<file path="src/vec_cfg_pkg.sv">
// register file geometry and derived widths for the vector slice
package vec_cfg_pkg;

  // register file shape
  localparam int NUM_REGS  = 32;
  localparam int VLENB     = 16;  // bytes per vector register
  localparam int LANES     = 2;   // elements per cycle
  localparam int MAX_GROUP = 8;   // registers one instruction may span

  // element counts
  localparam int MAX_VL = MAX_GROUP * VLENB;  // 128 at SEW 8

  // derived widths
  localparam int REG_W    = $clog2(NUM_REGS);
  localparam int OFFSET_W = $clog2(MAX_VL);
  localparam int VL_W     = $clog2(MAX_VL + 1);  // must hold vl == MAX_VL
  localparam int ELEM_W   = 32;

endpackage
</file>
<file path="src/vec_types_pkg.sv">
// element width and opcode enums, register and element data types
package vec_types_pkg;

  typedef enum logic [1:0] {
    SEW8  = 2'd0,
    SEW16 = 2'd1,
    SEW32 = 2'd2
  } sew_t;

  typedef enum logic [2:0] {
    VADD  = 3'd0,  // vs2 + vs1
    VSUB  = 3'd1,  // vs2 - vs1
    VAND  = 3'd2,
    VOR   = 3'd3,
    VXOR  = 3'd4,
    VMV_X = 3'd5,  // splat scalar
    VMV_V = 3'd6   // copy vs1
  } vop_t;

  // one vector register, byte addressed
  typedef logic [vec_cfg_pkg::VLENB-1:0][7:0] vreg_t;

  typedef logic [vec_cfg_pkg::OFFSET_W-1:0] offset_t;
  typedef logic [vec_cfg_pkg::VL_W-1:0]     vlen_t;
  typedef logic [vec_cfg_pkg::REG_W-1:0]    regsel_t;

  // lane word, narrow elements zero-extended in the low bits
  typedef logic [vec_cfg_pkg::ELEM_W-1:0] elem_t;

endpackage

</file>
<file path="src/vec_sequencer.sv">
// vector sequencer: instruction latch, element offset stepping, busy and done
`timescale 1ns/1ps

module vec_sequencer (
  input  logic                   CLK,
  input  logic                   nRST,
  input  logic                   start,
  input  vec_types_pkg::vop_t    op,
  input  vec_types_pkg::regsel_t vd,
  input  vec_types_pkg::regsel_t vs1,
  input  vec_types_pkg::regsel_t vs2,
  input  vec_types_pkg::sew_t    sew,
  input  vec_types_pkg::vlen_t   vl,
  input  vec_types_pkg::elem_t   scalar,
  output logic                   busy,
  output logic                   done,
  output logic                   issue,
  output vec_types_pkg::vop_t    cur_op,
  output vec_types_pkg::regsel_t cur_vd,
  output vec_types_pkg::regsel_t cur_vs1,
  output vec_types_pkg::regsel_t cur_vs2,
  output vec_types_pkg::sew_t    cur_sew,
  output vec_types_pkg::vlen_t   cur_vl,
  output vec_types_pkg::elem_t   cur_scalar,
  output vec_types_pkg::offset_t offset
);

  typedef enum logic [1:0] {IDLE, RUN, DRAIN} state_t;

  state_t state;
  logic   accept;
  logic   last_pair;

  assign accept = start && (state == IDLE);  // starts while busy are dropped

  // next pair would reach or pass vl
  assign last_pair = ({1'b0, offset} + vec_types_pkg::vlen_t'(vec_cfg_pkg::LANES)) >= cur_vl;

  assign busy  = (state != IDLE);
  assign issue = (state == RUN);

  always_ff @(posedge CLK, negedge nRST) begin
    if (!nRST) begin
      state  <= IDLE;
      offset <= '0;
      done   <= 1'b0;
    end else begin
      done <= (state == DRAIN);  // one cycle after the last write-back
      case (state)
        IDLE: begin
          offset <= '0;
          if (accept) begin
            state <= (vl == '0) ? DRAIN : RUN;  // vl of 0 skips the issue phase
          end
        end
        RUN: begin
          offset <= offset + vec_types_pkg::offset_t'(vec_cfg_pkg::LANES);
          if (last_pair) state <= DRAIN;
        end
        DRAIN: state <= IDLE;  // final write-back cycle
        default: state <= IDLE;
      endcase
    end
  end

  // instruction fields, held for the whole run
  always_ff @(posedge CLK) begin
    if (accept) begin
      cur_op     <= op;
      cur_vd     <= vd;
      cur_vs1    <= vs1;
      cur_vs2    <= vs2;
      cur_sew    <= sew;
      cur_vl     <= vl;
      cur_scalar <= scalar;
    end
  end

endmodule

</file>
<file path="config.mk">
export PLATFORM = sky130hd
export DESIGN_NAME = vec_sequencer
export DESIGN_NICKNAME = d
export VERILOG_FILES = /design/src/vec_cfg_pkg.sv /design/src/vec_types_pkg.sv /design/src/vec_sequencer.sv
export SDC_FILE = /design/constraint.sdc
export NUM_CORES = 1
export LEC_CHECK = 0
export ABC_CLOCK_PERIOD_IN_PS = 4700
export BUFFER_PORTS_ARGS = -buffer_cell sky130_fd_sc_hd__buf_2
export CAP_MARGIN = 25
export CORE_UTILIZATION = 47
export DETAILED_ROUTE_END_ITERATION = 16
export GPL_TIMING_DRIVEN = 0
export HOLD_SLACK_MARGIN = 0.06
export PLACE_DENSITY = 0.84
export SLEW_MARGIN = 20
export SYNTH_ARGS = -nofsm -noshare
export SYNTH_HDL_FRONTEND = slang
export SYNTH_SLANG_ARGS = --single-unit
export TNS_END_PERCENT = 30
</file>
<file path="constraint.sdc">
create_clock -name CLK -period 4.7 [get_ports CLK]
set_clock_uncertainty 0.2 [all_clocks]
set_input_delay 0.94 -clock CLK [delete_from_list [all_inputs] [get_ports CLK]]
set_output_delay 0.94 -clock CLK [all_outputs]
set_load 0.01 [all_outputs]
</file>
* Yosys cells after proc, flatten, opt, wreduce, memory -nomap -nowiden
Index checks and enable logic that the tools add are counted.
Word-level totals: bits in registers 70, logic and storage cells 28, bits of input ports 63
Cells by class: $add $sub $neg 2, reduce and logical (&&, ||, !) cells 6, magnitude comparators 1, equal/unequal tests 4, muxes and demuxes 5
Operators with widths (number):
- $pmux W7 S2 | 1
- $add A7 B2 Y8 const B | 1
- $ge A8 B8 Y1 | 1
- $logic_not A8 Y1 | 1
- $add A7 B2 Y7 const B | 1
- $mux W2 | 3
- $pmux W2 S2 | 1
- $reduce_bool A2 Y1 | 2
- $eq A2 B1 Y1 const B | 1
- $eq A2 B2 Y1 const B | 1
- $logic_not A2 Y1 | 1
- $ne A2 B1 Y1 const B | 1
- $ne A2 B2 Y1 const B | 1
- $reduce_and A2 Y1 | 1
- $logic_and A1 B1 Y1 | 1

* Logic depth before layout (Yosys ltp)
depth after elaboration 4, gate-level depth with buffers 8

* Worst setup path before layout
Ideal clock, no wire load.
kind in2reg, start input port start, end register cur_op[0], enable pin, buffers on the path 0, stages 2, arrival time 2.545 ns, setup slack 1.524 ns, required time 4.069 ns, cells stage by stage inv_1 -> nor2_2
On the way: word-level cells in the longest chain between the ends 1
RTL lines:
- start: declaration | line vec_sequencer.sv:7 | input logic start,
- $logic_and A1 B1 Y1 | line vec_sequencer.sv:34 | assign accept = start && (state == IDLE);
- named net accept | line vec_sequencer.sv:31 | logic accept;
- end signal: assignment | line vec_sequencer.sv:69 | cur_op <= op;
- end: declaration | line vec_sequencer.sv:18 | output vec_types_pkg::vop_t cur_op,
The timed path passes the listed nets, and every way through them passes these cells. A chain may end at the register's enable or synchronous reset.

* Worst setup path after layout
start register state[0], end output port busy
On the way: word-level cells in the longest chain between the ends 1
RTL lines:
- start: declaration | line vec_sequencer.sv:30 | state_t state;
- start signal: assignment | line vec_sequencer.sv:53 | state <= (vl == '0) ? DRAIN : RUN;
- $reduce_bool A2 Y1 | line vec_sequencer.sv:39 | assign busy = (state != IDLE);
- end: declaration | line vec_sequencer.sv:15 | output logic busy,
No other way between the ends.

==> impl_summary.md <==
Synthesis
The number of distinct library cells after synthesis is 31. By instance count, the leading cell after synthesis is sky130_fd_sc_hd__edfxtp_1. For this run, the register share of the synthesized area comes to 0.823.

The number of enable flip-flop cells after synthesis is 60. The commonest cells after synthesis are sky130_fd_sc_hd__edfxtp_1, sky130_fd_sc_hd__inv_1, sky130_fd_sc_hd__dfrtp_1. The commonest register cell after synthesis is sky130_fd_sc_hd__edfxtp_1. The number of flip-flops and latches in the synthesized netlist is 69. Each instance of the synthesized netlist takes up on average 18.5 µm². Of the post-synthesis cell area, the dominant cell type holds 0.731. The post-synthesis instance area is 2460 µm². The number of nets handed over by synthesis was 204. The cell type with the highest aggregate area in the netlist is sky130_fd_sc_hd__edfxtp_1. After synthesis, the share of flip-flops with an asynchronous set or reset is 0.130. Synthesis handed over a netlist of 133 instances.

By area the synthesized netlist is led by sky130_fd_sc_hd__edfxtp_1, sky130_fd_sc_hd__dfrtp_1, sky130_fd_sc_hd__ha_1. The Yosys step of the flow raised 0 warnings.

Routing
The residual antenna-violating net count after detailed routing is 0. The post-detailed-route DRC marker count is 0. The DRC marker count from the first detailed-route iteration is 110. The routed via count is 1,651.

The number of iterations in the first detailed-routing pass is 4. The final routed wirelength across all metal layers is 5240 µm. In the routed layout, each cell is associated on average with a via count of 4.74. The mean routed wirelength per cell is 15.1 µm.

Clock network
The CTS buffer count is 9. The post-cts sizing count is 0. Post-CTS timing repair inserted 0 buffers for setup. The number of buffers added to fix hold violations after cts is 0. The H-tree was split into 3 levels. TritonCTS built the clock tree. The clock net in this run drives a total of 69 sinks. In this run the deepest clock path goes through 2 buffers. The clock reaches the later pin of the worst-skew pair after 0.34 ns. The root buffer selected by CTS is sky130_fd_sc_hd__clkbuf_8. After clock tree synthesis, the clock-pin slew on the worst setup and hold paths is 0.07 ns.

Timing
The period utilization is 0.514. Summed over all failing endpoints, the final setup total negative slack is 0 ns. Headroom to the max-slew limit came out at 0.617. Setup repair after global routing left no endpoint under its margin. The number of max-slew violations in the final report came to 0. The final setup violation count is 0. The clock period minus final worst setup slack is 2.42 ns. The number of hold violations in the final report is 0. At the pin with the least slew margin, the transition time is 0.570 ns. The post-route worst hold slack is 0.232 ns. Timing would allow up to 0.414 GHz.

Global routing
The first-pass GRT wire length is 7780 µm. The initial antenna violation count is 0. The remaining global-route overflow is 0. Entering global routing, the biggest net connects 30 pins.

The global-route usage over all layers is 0.206. The number of global-route vias before repair is 1,667.

Setup path
The cell at the slowest stage of the critical path is sky130_fd_sc_hd__dfrtp_1. Traced cell by cell, the critical path runs through or2_2 > buf_2. The path type of the worst setup path is flip-flop to output pin. Of all nets on the critical path, the largest fanout is 6. For the worst setup path, the data arrival time is 1.28 ns.

The data required time at the worst endpoint is 3.56 ns. The depth of the worst register-to-register path is 7. The cell family contributing the most delay on the critical path is flip-flops. The worst register-to-register path begins at offset[1]$_DFFE_PN0P_. The worst setup path is launched from a flip-flop. In this run the register-to-register setup slack is 2.50 ns. The critical register-to-register path endpoint is state[1]$_DFFE_PN0P_.

Counting both buffers and inverters, the worst setup path holds a total of 1. The worst setup path is captured at an output pin. In this design, the stage delay of the slowest critical-path cell is 0.43 ns.

Finish
With fillers left out, the area of the finished cells amounts to 3430 µm². The number of antenna diodes in the final layout is 0. Of the cells placed in the final design, the portion with a size suffix greater than 1 is 0.559. At the end of the flow the core is filled with cells to 0.703. Relative to the synthesized area, the layout overhead comes to 39.2%. The net count reported at finish is 348.

Placement
The number of input and output port buffers inserted is 131. At the end of routability-driven placement, the weighted congestion stood at 0.781. The area after detailed placement is 3250 µm². The final HPWL from detailed placement is 3950 µm.

Pwr
Dividing total power by cell area gives a power density of 510 nW/µm². The largest voltage drop on the vdd net is 0.323 mV. The static leakage is 0.00154 µW.

Die
The die is 74.4 µm tall. The floorplan step set the die width to 74.4 µm. The number of top-level design ports is 133. The floorplan step defined a die boundary enclosing 5540 µm².

The region available for standard cell placement spans 4880 µm². The number of rows created at floorplan is 25. The starting density of the core is 0.505.

Flow run
Across the run, the number of max-cap violations was 0.

Run status
The flow ran to the end, and the final reports show no timing, DRC or antenna violations.

Hold path
The path class of the lowest-slack min-delay path is primary input to asynchronous set/reset pin.
-- area by class of cell --
class	count	area [µm²]
Buffer	3	22.5
Clock buffer	10	128
Clock inverter	5	52.6
Fill cell	341	1450
Inverter	10	37.5
Multi-Input combinational cell	51	382
Sequential cell	69	2030
Tap cell	67	83.8
Timing Repair Buffer	133	696
-- worst max-delay path by stage --
stage	from	end	slack, ns	cells past startpoint
after floorplan	start	cur_op[0]$_DFFE_PP_	1.52	2
after global placement	start	cur_scalar[19]$_DFFE_PP_	0.90	3
final	state[0]$_DFFE_PN0P_	busy	2.28	2
after global routing	state[0]$_DFFE_PN0P_	busy	2.23	2
after detailed placement	vl[5]	state[1]$_DFFE_PN0P_	2.47	5
after CTS	state[0]$_DFFE_PN0P_	busy	2.28	2
-- state kept, by name, summed over array words and instances (netlist names) --
signal and cells:
cur_scalar 32, cur_vl 8, offset 6, cur_vd 5, cur_vs1 5, cur_vs2 5, cur_op 3, cur_sew 2
state 2, done 1
-- where the power goes --
group	switching [µW]	internal, µW	leakage (µW)	total [µW]
Clock	210	239	0.0000919	449
Combinational	257	180	0.000768	437
Sequential	47.5	816	0.000678	864
-- cells in the final DEF (no fill, tap or decap), types with 2 or more instances in the layout --
| cell | n |
|---|---|
| sky130_fd_sc_hd__nand2_1 | 7 |
| sky130_fd_sc_hd__xnor2_1 | 2 |
| sky130_fd_sc_hd__o21ai_0 | 2 |
| sky130_fd_sc_hd__clkbuf_8 | 9 |
| sky130_fd_sc_hd__dfrtp_1 | 9 |
| sky130_fd_sc_hd__a22o_1 | 3 |
| sky130_fd_sc_hd__edfxtp_1 | 60 |
| sky130_fd_sc_hd__ha_1 | 8 |
| sky130_fd_sc_hd__nor2_1 | 3 |
| sky130_fd_sc_hd__inv_1 | 10 |
| sky130_fd_sc_hd__buf_2 | 131 |
| sky130_fd_sc_hd__buf_12 | 2 |
| sky130_fd_sc_hd__a21oi_1 | 3 |
| sky130_fd_sc_hd__nand3_1 | 2 |
| sky130_fd_sc_hd__nor4_1 | 2 |
| sky130_fd_sc_hd__clkinv_2 | 3 |
| sky130_fd_sc_hd__buf_4 | 3 |
-- logic make-up (layout without fill, tap and decap cells) --
family,after synthesis,after routing,synth area share
multiplexers,1,1,0.00457
other,1,1,0.00152
flip-flops,69,69,0.823
buffers and inverters,13,161,0.0244
AND/OR/NAND/NOR,22,22,0.0467
XOR/XNOR,4,4,0.0173
AO/OA/AOI/OAI,15,15,0.0422
adder cells (fa/ha/maj),8,8,0.0406
-- layer usage --
metal / track usage / vias up / share of wire / wire, µm
met5: 0 / - / 0 / 0
met1: 0.213 / 775 / 0.36 / 1870
li1: - / 779 / - / -
met3: 0.115 / 11 / 0.11 / 587
met4: 0.107 / 0 / 0.020 / 105
met2: 0.335 / 86 / 0.51 / 2680
-- per-stage QoR --
stage	setup slack, ns	power, µW	cells
5_1_grt	2.23	1850	348
6_report	2.28	1750	348
3_3_place_gp	0.898	1280	331
4_1_cts	2.28	1770	348
3_5_place_dp	2.47	1320	333
2_1_floorplan	1.52	1110	133
Note: power is estimated with default switching activity, not from simulation.
