## src/vec_cfg_pkg.sv

```systemverilog
// register file geometry and derived widths for the vector slice
package vec_cfg_pkg;

  // register file shape
  localparam int NUM_REGS  = 32;
  localparam int VLENB     = 16;  // bytes per vector register
  localparam int LANES     = 2;   // elements per cycle
  localparam int MAX_GROUP = 8;   // registers one instruction may span

  // element counts
  localparam int MAX_VL = MAX_GROUP * VLENB;  // 128 at SEW 8

  // derived widths
  localparam int REG_W    = $clog2(NUM_REGS);
  localparam int OFFSET_W = $clog2(MAX_VL);
  localparam int VL_W     = $clog2(MAX_VL + 1);  // must hold vl == MAX_VL
  localparam int ELEM_W   = 32;

endpackage
```

## src/vec_types_pkg.sv

```systemverilog
// element width and opcode enums, register and element data types
package vec_types_pkg;

  typedef enum logic [1:0] {
    SEW8  = 2'd0,
    SEW16 = 2'd1,
    SEW32 = 2'd2
  } sew_t;

  typedef enum logic [2:0] {
    VADD  = 3'd0,  // vs2 + vs1
    VSUB  = 3'd1,  // vs2 - vs1
    VAND  = 3'd2,
    VOR   = 3'd3,
    VXOR  = 3'd4,
    VMV_X = 3'd5,  // splat scalar
    VMV_V = 3'd6   // copy vs1
  } vop_t;

  // one vector register, byte addressed
  typedef logic [vec_cfg_pkg::VLENB-1:0][7:0] vreg_t;

  typedef logic [vec_cfg_pkg::OFFSET_W-1:0] offset_t;
  typedef logic [vec_cfg_pkg::VL_W-1:0]     vlen_t;
  typedef logic [vec_cfg_pkg::REG_W-1:0]    regsel_t;

  // lane word, narrow elements zero-extended in the low bits
  typedef logic [vec_cfg_pkg::ELEM_W-1:0] elem_t;

endpackage

```

## src/vec_lane_alu.sv

```systemverilog
// two-lane vector ALU with registered write-back stage
`timescale 1ns/1ps

module vec_lane_alu (
  input  logic                   CLK,
  input  logic                   nRST,
  input  logic                   issue,
  input  vec_types_pkg::vop_t    op,
  input  vec_types_pkg::sew_t    sew,
  input  vec_types_pkg::regsel_t vd,
  input  vec_types_pkg::vlen_t   vl,
  input  vec_types_pkg::offset_t offset,
  input  vec_types_pkg::elem_t   scalar,
  input  vec_types_pkg::elem_t   [vec_cfg_pkg::LANES-1:0] rs1_data,
  input  vec_types_pkg::elem_t   [vec_cfg_pkg::LANES-1:0] rs2_data,
  output logic                   wen,
  output vec_types_pkg::regsel_t w_reg,
  output vec_types_pkg::offset_t w_offset,
  output vec_types_pkg::sew_t    w_sew,
  output vec_types_pkg::vlen_t   w_vl,
  output vec_types_pkg::elem_t   [vec_cfg_pkg::LANES-1:0] w_data
);

  vec_types_pkg::elem_t [vec_cfg_pkg::LANES-1:0] result;

  // cut to element width, so add and sub wrap
  function automatic vec_types_pkg::elem_t trunc_elem(vec_types_pkg::elem_t v,
                                                      vec_types_pkg::sew_t s);
    case (s)
      vec_types_pkg::SEW32: return v;
      vec_types_pkg::SEW16: return {16'h0, v[15:0]};
      default:              return {24'h0, v[7:0]};
    endcase
  endfunction

  always_comb begin
    vec_types_pkg::elem_t raw;
    for (int l = 0; l < vec_cfg_pkg::LANES; l++) begin
      case (op)
        vec_types_pkg::VADD:  raw = rs2_data[l] + rs1_data[l];
        vec_types_pkg::VSUB:  raw = rs2_data[l] - rs1_data[l];
        vec_types_pkg::VAND:  raw = rs2_data[l] & rs1_data[l];
        vec_types_pkg::VOR:   raw = rs2_data[l] | rs1_data[l];
        vec_types_pkg::VXOR:  raw = rs2_data[l] ^ rs1_data[l];
        vec_types_pkg::VMV_X: raw = scalar;
        vec_types_pkg::VMV_V: raw = rs1_data[l];
        default:              raw = '0;
      endcase
      result[l] = trunc_elem(raw, sew);
    end
  end

  always_ff @(posedge CLK, negedge nRST) begin
    if (!nRST) wen <= 1'b0;
    else       wen <= issue;  // fixed one-cycle latency
  end

  // write-back payload, captured with each issued pair
  always_ff @(posedge CLK) begin
    if (issue) begin
      w_data   <= result;
      w_reg    <= vd;
      w_offset <= offset;
      w_sew    <= sew;
      w_vl     <= vl;
    end
  end

endmodule

```

## config.mk

```make
export PLATFORM = sky130hd
export DESIGN_NAME = vec_lane_alu
export DESIGN_NICKNAME = d
export VERILOG_FILES = /design/src/vec_cfg_pkg.sv /design/src/vec_types_pkg.sv /design/src/vec_lane_alu.sv
export SDC_FILE = /design/constraint.sdc
export NUM_CORES = 1
export LEC_CHECK = 0
export BUFFER_PORTS_ARGS = -buffer_cell sky130_fd_sc_hd__buf_2
export CORE_MARGIN = 3
export CORE_UTILIZATION = 60
export CTS_BUF_LIST = sky130_fd_sc_hd__clkbuf_16
export DETAILED_ROUTE_END_ITERATION = 6
export GPL_TIMING_DRIVEN = 0
export PLACE_DENSITY = 0.89
export SETUP_SLACK_MARGIN = 0.5
export SLEW_MARGIN = 20
export SYNTH_ARGS = -nofsm -noshare
export SYNTH_HDL_FRONTEND = slang
export SYNTH_SLANG_ARGS = --single-unit
```

## constraint.sdc

```tcl
create_clock -name CLK -period 0.8 [get_ports CLK]
set_input_delay 0.04 -clock CLK [delete_from_list [all_inputs] [get_ports CLK]]
set_output_delay 0.04 -clock CLK [all_outputs]
set_load 0.005 [all_outputs]
```

==> results of run 1 <==
==> kinds of logic after synthesis <==
kind of cell	after synthesis
AO/OA/AOI/OAI	463
multiplexers	55
buffers and inverters	228
adder cells (fa/ha/maj)	196
XOR/XNOR	113
AND/OR/NAND/NOR	339
flip-flops	87
==> what timing repair did <==
item                                    in CTS
cloned                                       0
endpoints found under the setup margin     238
resized for setup                          272
setup buffers                               96
hold endpoints to repair                    23
hold buffers                                 1
pin swaps                                  141
==> routing by layer <==
layer  GRT overflow  global-route usage [%]
met5              0                    42.7
met4             38                    79.6
met2             70                    92.6
met1              6                    79.5
met3              2                    68.0
==> metrics by stage <==
step                area, µm²  hold WS [ns]  setup WS (ns)
CTS                     16500        -0.164          -3.14
detailed placement      14300        -0.183          -3.70
global placement        14300        -0.185          -3.64
floorplan               12600        -0.256          -3.03
==> results.md, run 1 <==
- Status: aborted with a tool error
- Last stage: global routing
- Err: [ERROR GRT-0232] Routing congestion too high. Check the congestion heatmap in the GUI.
- Post-synth ARST share: 1.15%
- Distinct cell type count after synthesis: 77
- Synthesized area: 0.0121 mm²
- Mapped Avg Cell Area: 8.17 µm²
- Count leader, synth: ha_1
- Initial antenna violation count: 9
- EDFF count, synth: 86
- Detailed-placement wirelength estimate: 38200 µm
- Largest family of logic cells by synthesized area: compound AO/OA/AOI/OAI gates
- H-tree levels: 3
- Leading area contributor after synthesis: edfxtp_1
- Num ports: 275
- Placed insts: 2021
- Gpl congestion: 1.03
- Die height: 148 µm
- Worst End Pin Type: sequential cell input
- Die width: 148 µm
- Port Buf Inserts: 274
- Yosys warnings: 0
- Mux share of post-synthesis cell area: 4.67%
- Largest cells by area after synthesis: edfxtp_1, ha_1, a21oi_1
- Total track usage: 79.7%
- CTS Buf Count: 9
- Synth Area in Simple Gates: 13.1%
- CTS max path bufs: 2
- #FFs+latches synth: 87
- Mapped Nets: 1865
- Synth Flop Type: edfxtp_1
- Clk root buf: clkbuf_16
- Compound-Gate Fraction of Synth Area: 25.0%
- Clock Sinks: 87
- Rows: 51
- Post-Synth XOR/XNOR Area: 8.24%
- Register area share after synthesis: 21.5%
- Worst endpoint, post-GRT repair: w_data[62]$_DFFE_PP_/D
- Pin count of the biggest net entering global routing: 60
- Cells after synthesis: 1481
- Starting Density: 61.6%
- Top cell type's share of synthesized area: 21.3%
- Grt total ovfl: 116
- Post-Synth Adder-Cell Area: 20.4%
- Post-synth top cells: ha_1, inv_1, a21oi_1
==> run 2: changes to the inputs <==
--- a/config.mk
+++ b/config.mk
@@ -7,12 +7,10 @@
 export LEC_CHECK = 0
 export BUFFER_PORTS_ARGS = -buffer_cell sky130_fd_sc_hd__buf_2
 export CORE_MARGIN = 3
-export CORE_UTILIZATION = 60
-export CTS_BUF_LIST = sky130_fd_sc_hd__clkbuf_16
+export CORE_UTILIZATION = 40
 export DETAILED_ROUTE_END_ITERATION = 6
 export GPL_TIMING_DRIVEN = 0
-export PLACE_DENSITY = 0.89
-export SETUP_SLACK_MARGIN = 0.5
+export PLACE_DENSITY_LB_ADDON = 0.15
 export SLEW_MARGIN = 20
 export SYNTH_ARGS = -nofsm -noshare
 export SYNTH_HDL_FRONTEND = slang
==> results.md, run 2 <==
- Nets@finish: 2295
- Fill count: 2695
- CTS max path bufs: 2
- Biggest register: w_data
- P per Cell Area: 1270 mW/mm²
- Commonest cells after routing, fill and taps aside: buf_2, ha_1, inv_1
- Initial antenna violation count: 4
- Remaining DRCs: 1
- Top cell type's share of synthesized area: 21.3%
- Max FFs per register: 64
- Post-synth top cells: ha_1, inv_1, a21oi_1
- Sequential share of power: 25.0%
- Pin count of the biggest net entering global routing: 60
- Mapped Nets: 1865
- CP Cell Sequence: buf_8 -> or4_4 -> or3_4 -> nor2_4 -> nand2_2 -> nor3_2 -> nand3_2 -> o31ai_4 -> xnor2_1 -> ha_2 -> and3_4 -> and2_4 -> a221o_1 -> nand2_1 -> o211ai_1 -> or2_1 -> xnor2_2 -> o21ai_1 -> o21a_1
- Cells after synthesis: 1481
- Total track usage: 32.2%
- Slowest library cell on the worst path: or4_4
- Drt initial violations: 1433
- Register area share after synthesis: 21.5%
- Port Buf Inserts: 274
- Grt total ovfl: 0
- Endpoint, Worst Hold: w_data[4]
- Comb pwr share: 54.3%
- Initial DRT Pass Iterations: 7
- Clock Power Share: 20.7%
- Clk root buf: clkbuf_16
- Top flop regs: w_data (64), w_vl (8), w_offset (7)
- Switching portion of total power: 41.3%
- Commonest non-fill, non-tap cell in the layout: buf_2
- Crit-path max FO: 3
- WL final: 55800 µm
- Gpl congestion: 0.963
- Final setup violating endpoints: 151
- Clock Pin Slew Worst Setup and Hold Paths: 0.08 ns
- Min-delay src: issue
- Final Max Slew Viols: 0
- Worst Hold Class: in -> reg
- Leak pwr: 8.00 nW
- Mapped Avg Cell Area: 8.17 µm²
- Tmin final: 3.66 ns
- Int Power: 13.1 mW
- H-tree levels: 3
- Largest cells by area after synthesis: edfxtp_1, ha_1, a21oi_1
- RSZ-0062 raised after global routing: yes
- Vias in the first global route: 13.4k
- Share of layout cells above drive strength 1: 38.8%
- #FFs+latches synth: 87
- DR vias/cell: 5.96
- Critical path required time: 0.92 ns
- Final setup margin: -2.86 ns
- Post-synth ARST share: 1.15%
- CTS Buf Count: 9
- Clock Sinks: 87
- Post-route insts no fill: 2308
- Max Fclk: 0.273 GHz
- Final period util: 458%
- Wire length per cell: 24.2 µm
- CTS tree: built
- Synthesized area: 0.0121 mm²
- Final Cell Area: 0.0175 mm²
- Rows: 63
- Starting Density: 40.7%
- Via count: 13.8k
- First-pass GRT wire length: 79900 µm
- Final Hold Fails: 0
- Final core occ: 59.0%
- Startpoint types: primary input
- Crit path DAT: 3.79 ns
- Switch Pwr: 9.17 mW
- Leading area contributor after synthesis: edfxtp_1
- Die width: 180 µm
- CP endpoint kind: register
- CP Class: in -> reg
- Count leader, synth: ha_1
- Hold depth: 1
- Core footprint: 0.0297 mm²
- Tightest Pin Transition: 1.09 ns
- Yosys warnings: 0
- Synth-to-Final Area Change: 44.9%
- Place WS: -3.66 ns
- Num ports: 275
- Worst path max stage delay: 0.54 ns
- Detailed-placement wirelength estimate: 40500 µm
- Failing checks: design-rule violations, negative setup slack
- Status: finished with violations
- Antenna-violating nets left: 0
- Max-cap violations: 0
- Die height: 180 µm
- DP Area: 0.0145 mm²
- Distinct cell type count after synthesis: 77
- EDFF count, synth: 86
- Peak VDD IR: 0.992 mV
- Die area: 0.0324 mm²
- Synth Flop Type: edfxtp_1
- Slew headroom: 27.1%
- Power Total: 22.2 mW
- Placed insts: 2146
[run 2: cell counts after synthesis]
Identical to the previous run, type by type.
[run 2: how the worst max path moves through the flow]
stage / slack [ns] / startpoint / to
CTS: -3.03 / rs1_data[39] / w_data[62]
global route: -3.01 / rs1_data[39] / w_data[58]
detailed placement: -3.66 / rs1_data[41] / w_data[62]
finish: -2.86 / rs1_data[39] / w_data[58]
global placement: -3.67 / rs1_data[41] / w_data[58]
floorplan: -3.03 / rs1_data[41] / w_data[62]
[run 2: cell type report]
cell class | count | area [µm²] | area share [%]
Antenna cell | 2 | 5.00 | 0.0285
Tap cell | 390 | 488 | 2.78
Clock buffer | 9 | 225 | 1.28
Multi-Input combinational cell | 1166 | 10100 | 57.6
Sequential cell | 87 | 2610 | 14.9
Clock inverter | 7 | 75.1 | 0.428
Inverter | 159 | 602 | 3.43
Timing Repair Buffer | 424 | 2810 | 16.0
Buffer | 64 | 621 | 3.54
[run 2: timing repair]
item	in CTS	in global routing
pin swaps	136	125
setup buffers	96	46
cloned	0	1
gates resized for setup	240	154
hold buffers	24	0
endpoints found under the hold margin	23	0
endpoints found under the setup margin	151	176
[run 2: per-stage QoR]
stage	setup TNS [ns]	hold slack [ns]
after CTS	-136.67	0.128
after detailed placement	-184.66	-0.184
final	-135.67	0.0404
after global placement	-267.76	-0.185
after floorplan	-119.97	-0.256
after global routing	-144.86	0.0603
[run 2: critical path, delay by kind of cell]
family                     cells  cell delay [ns]
and+or+nand+nor               10             2.00
AOI/OAI and AO/OA              5             0.93
buffers and inverters          1             0.10
adders and majority gates      1             0.32
xor gates and xnor gates       2             0.38
[run 2: kinds of logic after synthesis]
kind of cell | after synthesis | synth area share (%)
fa+ha+maj | 196 | 20.4
mux | 55 | 4.67
xor+xnor | 113 | 8.24
simple gates | 339 | 13.1
flops | 87 | 21.5
buf+inv | 228 | 7.08
compound gates | 463 | 25.0
[run 2: per-layer routing]
| layer | routed length [µm] | global-route usage [%] | vias up |
|---|---|---|---|
| met2 | 24400 | 50.3 | 785 |
| met5 | 21 | 0 | - |
| met1 | 22300 | 41.9 | 6561 |
| li1 | - | - | 6208 |
| met4 | 3510 | 16.6 | 4 |
| met3 | 5600 | 6.76 | 205 |
[run 2: power by group through the flow]
stage               registers, mW  clock network [mW]  logic, mW
floorplan                    5.73                   0       5.71
global placement             5.65                   0       8.94
detailed placement           5.65                   0       9.01
CTS                          5.55                4.69       10.7
global route                 5.58                4.83       12.9
finish                       5.55                4.61       12.1
No activity file was read; power rests on OpenSTA's default activity.
==> run 3: changes to the inputs <==
--- a/config.mk
+++ b/config.mk
@@ -10,6 +10,7 @@
 export CORE_UTILIZATION = 40
 export DETAILED_ROUTE_END_ITERATION = 6
 export GPL_TIMING_DRIVEN = 0
+export MAX_ROUTING_LAYER = met4
 export PLACE_DENSITY_LB_ADDON = 0.15
 export SLEW_MARGIN = 20
 export SYNTH_ARGS = -nofsm -noshare
==> constraint.sdc (replaced) <==
create_clock -name CLK -period 0.8 [get_ports CLK]
set_input_delay 0.24 -clock CLK [delete_from_list [all_inputs] [get_ports CLK]]
set_output_delay 0.24 -clock CLK [all_outputs]
set_load 0.005 [all_outputs]
==> results.md, run 3 (synthesis results as in run 2) <==
- Status: finished with violations
- Failing checks: negative setup slack
- Startpoint types: primary input
- Initial antenna violation count: 3
- H-tree levels: 3
- Worst path max stage delay: 0.53 ns
- Tmin final: 3.91 ns
- Clock Sinks: 87
- Antenna-violating nets left: 0
- Share of layout cells above drive strength 1: 41.1%
- P per Cell Area: 1280 mW/mm²
- Final setup violating endpoints: 151
- Die width: 180 µm
- CTS tree: built
- Commonest cells after routing, fill and taps aside: buf_2, ha_1, inv_1
- Initial DRT Pass Iterations: 6
- Core footprint: 0.0297 mm²
- Final Max Slew Viols: 0
- Final setup margin: -3.11 ns
- Leak pwr: 8.21 nW
- CTS max path bufs: 2
- Final Hold Fails: 0
- Slowest library cell on the worst path: or4_4
- Critical path required time: 0.90 ns
- Nets@finish: 2313
- Endpoint, Worst Hold: w_offset[4]
- Clk root buf: clkbuf_16
- Rows: 63
- Tightest Pin Transition: 1.13 ns
- Fill count: 2616
- Slew headroom: 24.9%
- Peak VDD IR: 0.948 mV
- Crit path max-delay family: simple AND/OR/NAND/NOR gates
- Max-cap violations: 0
- Placed insts: 2146
- CP Class: in -> reg
- Die height: 180 µm
- Gpl congestion: 0.977
- RSZ-0062 raised after global routing: yes
- Synth-to-Final Area Change: 47.9%
- CP Buf/Inv Count: 2
- Crit path DAT: 4.01 ns
- Post-route insts no fill: 2328
- Vias in the first global route: 13.3k
- Max Fclk: 0.255 GHz
- Top flop regs: w_data (64), w_vl (8), w_offset (7)
- Biggest register: w_data
- WHS: 0.0306 ns
- CTS Buf Count: 9
- Commonest non-fill, non-tap cell in the layout: buf_2
- Pin count of the biggest net entering global routing: 32
- Area of the multi-input gates: 0.0103 mm²
- Remaining DRCs: 0
- Hold depth: 1
- Drt initial violations: 1435
- Min-delay src: offset[4]
- Grt total ovfl: 0
- DR vias/cell: 6.07
- Crit-path max FO: 4
- Starting Density: 40.7%
- Clock Pin Slew Worst Setup and Hold Paths: 0.08 ns
- Via count: 14.1k
- CP Cell Sequence: buf_8 -> or4_4 -> or3_4 -> nor2_4 -> nand2_2 -> nor3_2 -> nand3_2 -> o31ai_4 -> xnor2_1 -> ha_2 -> and3_4 -> and2_4 -> a221o_1 -> nand2_1 -> o211ai_1 -> o41ai_2 -> buf_4 -> o21a_1 -> xor2_1 -> o22ai_1
- Levels on crit path: 20
- Detailed-placement wirelength estimate: 40800 µm
- Final period util: 489%
- First-pass GRT wire length: 79500 µm
- Num ports: 275
- Final core occ: 60.2%
- Total track usage: 33.1%
- Die area: 0.0324 mm²
- Sequential Area: 0.00261 mm²
- WL final: 57000 µm
- Max FFs per register: 64
- Worst Hold Class: in -> reg
- Port Buf Inserts: 274
- CP endpoint kind: register
- Wire length per cell: 24.5 µm
==> run 3: how the worst max path moves through the flow <==
stage | start | end | slack, ns
2_1_floorplan | rs1_data[41] | w_data[62] | -3.23
3_3_place_gp | rs1_data[41] | w_data[62] | -3.86
3_5_place_dp | rs1_data[41] | w_data[62] | -3.87
4_1_cts | rs1_data[39] | w_data[62] | -3.28
5_1_grt | rs1_data[39] | w_data[62] | -3.28
6_report | rs1_data[39] | w_data[62] | -3.11
==> run 3: layout make-up <==
| type | count | area share, % |
|---|---|---|
| Clock buffer | 9 | 1.26 |
| Tap cell | 390 | 2.73 |
| Antenna cell | 4 | 0.0559 |
| Timing Repair Buffer | 440 | 16.9 |
| Inverter | 159 | 3.47 |
| Buffer | 66 | 3.10 |
| Clock inverter | 7 | 0.413 |
| Multi-Input combinational cell | 1166 | 57.5 |
| Sequential cell | 87 | 14.6 |
==> run 3: metrics by stage <==
stage               power, mW  setup WS [ns]  instance area [µm²]  setup TNS (ns)
floorplan                11.4          -3.23                12600         -132.77
detailed placement       14.7          -3.87                14500         -218.64
CTS                      20.8          -3.28                16300         -168.01
global route             23.9          -3.28                17900         -178.40
finish                   22.9          -3.11                17900         -170.48
global placement         14.6          -3.86                14400         -299.43
==> run 3: layer usage <==
metal,up-vias,global-route usage (%),part of all wire [%]
met5,-,-,0
met4,0,15.6,6.0
met3,219,5.95,10
met2,921,50.9,44
met1,6744,42.4,40
li1,6242,-,-
==> run 3: timing repair <==
| item | 4_1_cts | 5_1_grt |
|---|---|---|
| pin swaps | 127 | 135 |
| gates cloned | 1 | 0 |
| setup buffers | 89 | 81 |
| gates resized for setup | 215 | 230 |
| endpoints found under the setup margin | 208 | 151 |
| hold endpoints to repair | 1 | 0 |
| hold buffers | 1 | 0 |
==> run 3: power breakdown <==
part | internal, mW | switching, mW
Clock | 2.22 | 2.45
Combinational | 5.75 | 6.97
Sequential | 5.46 | 0.0866
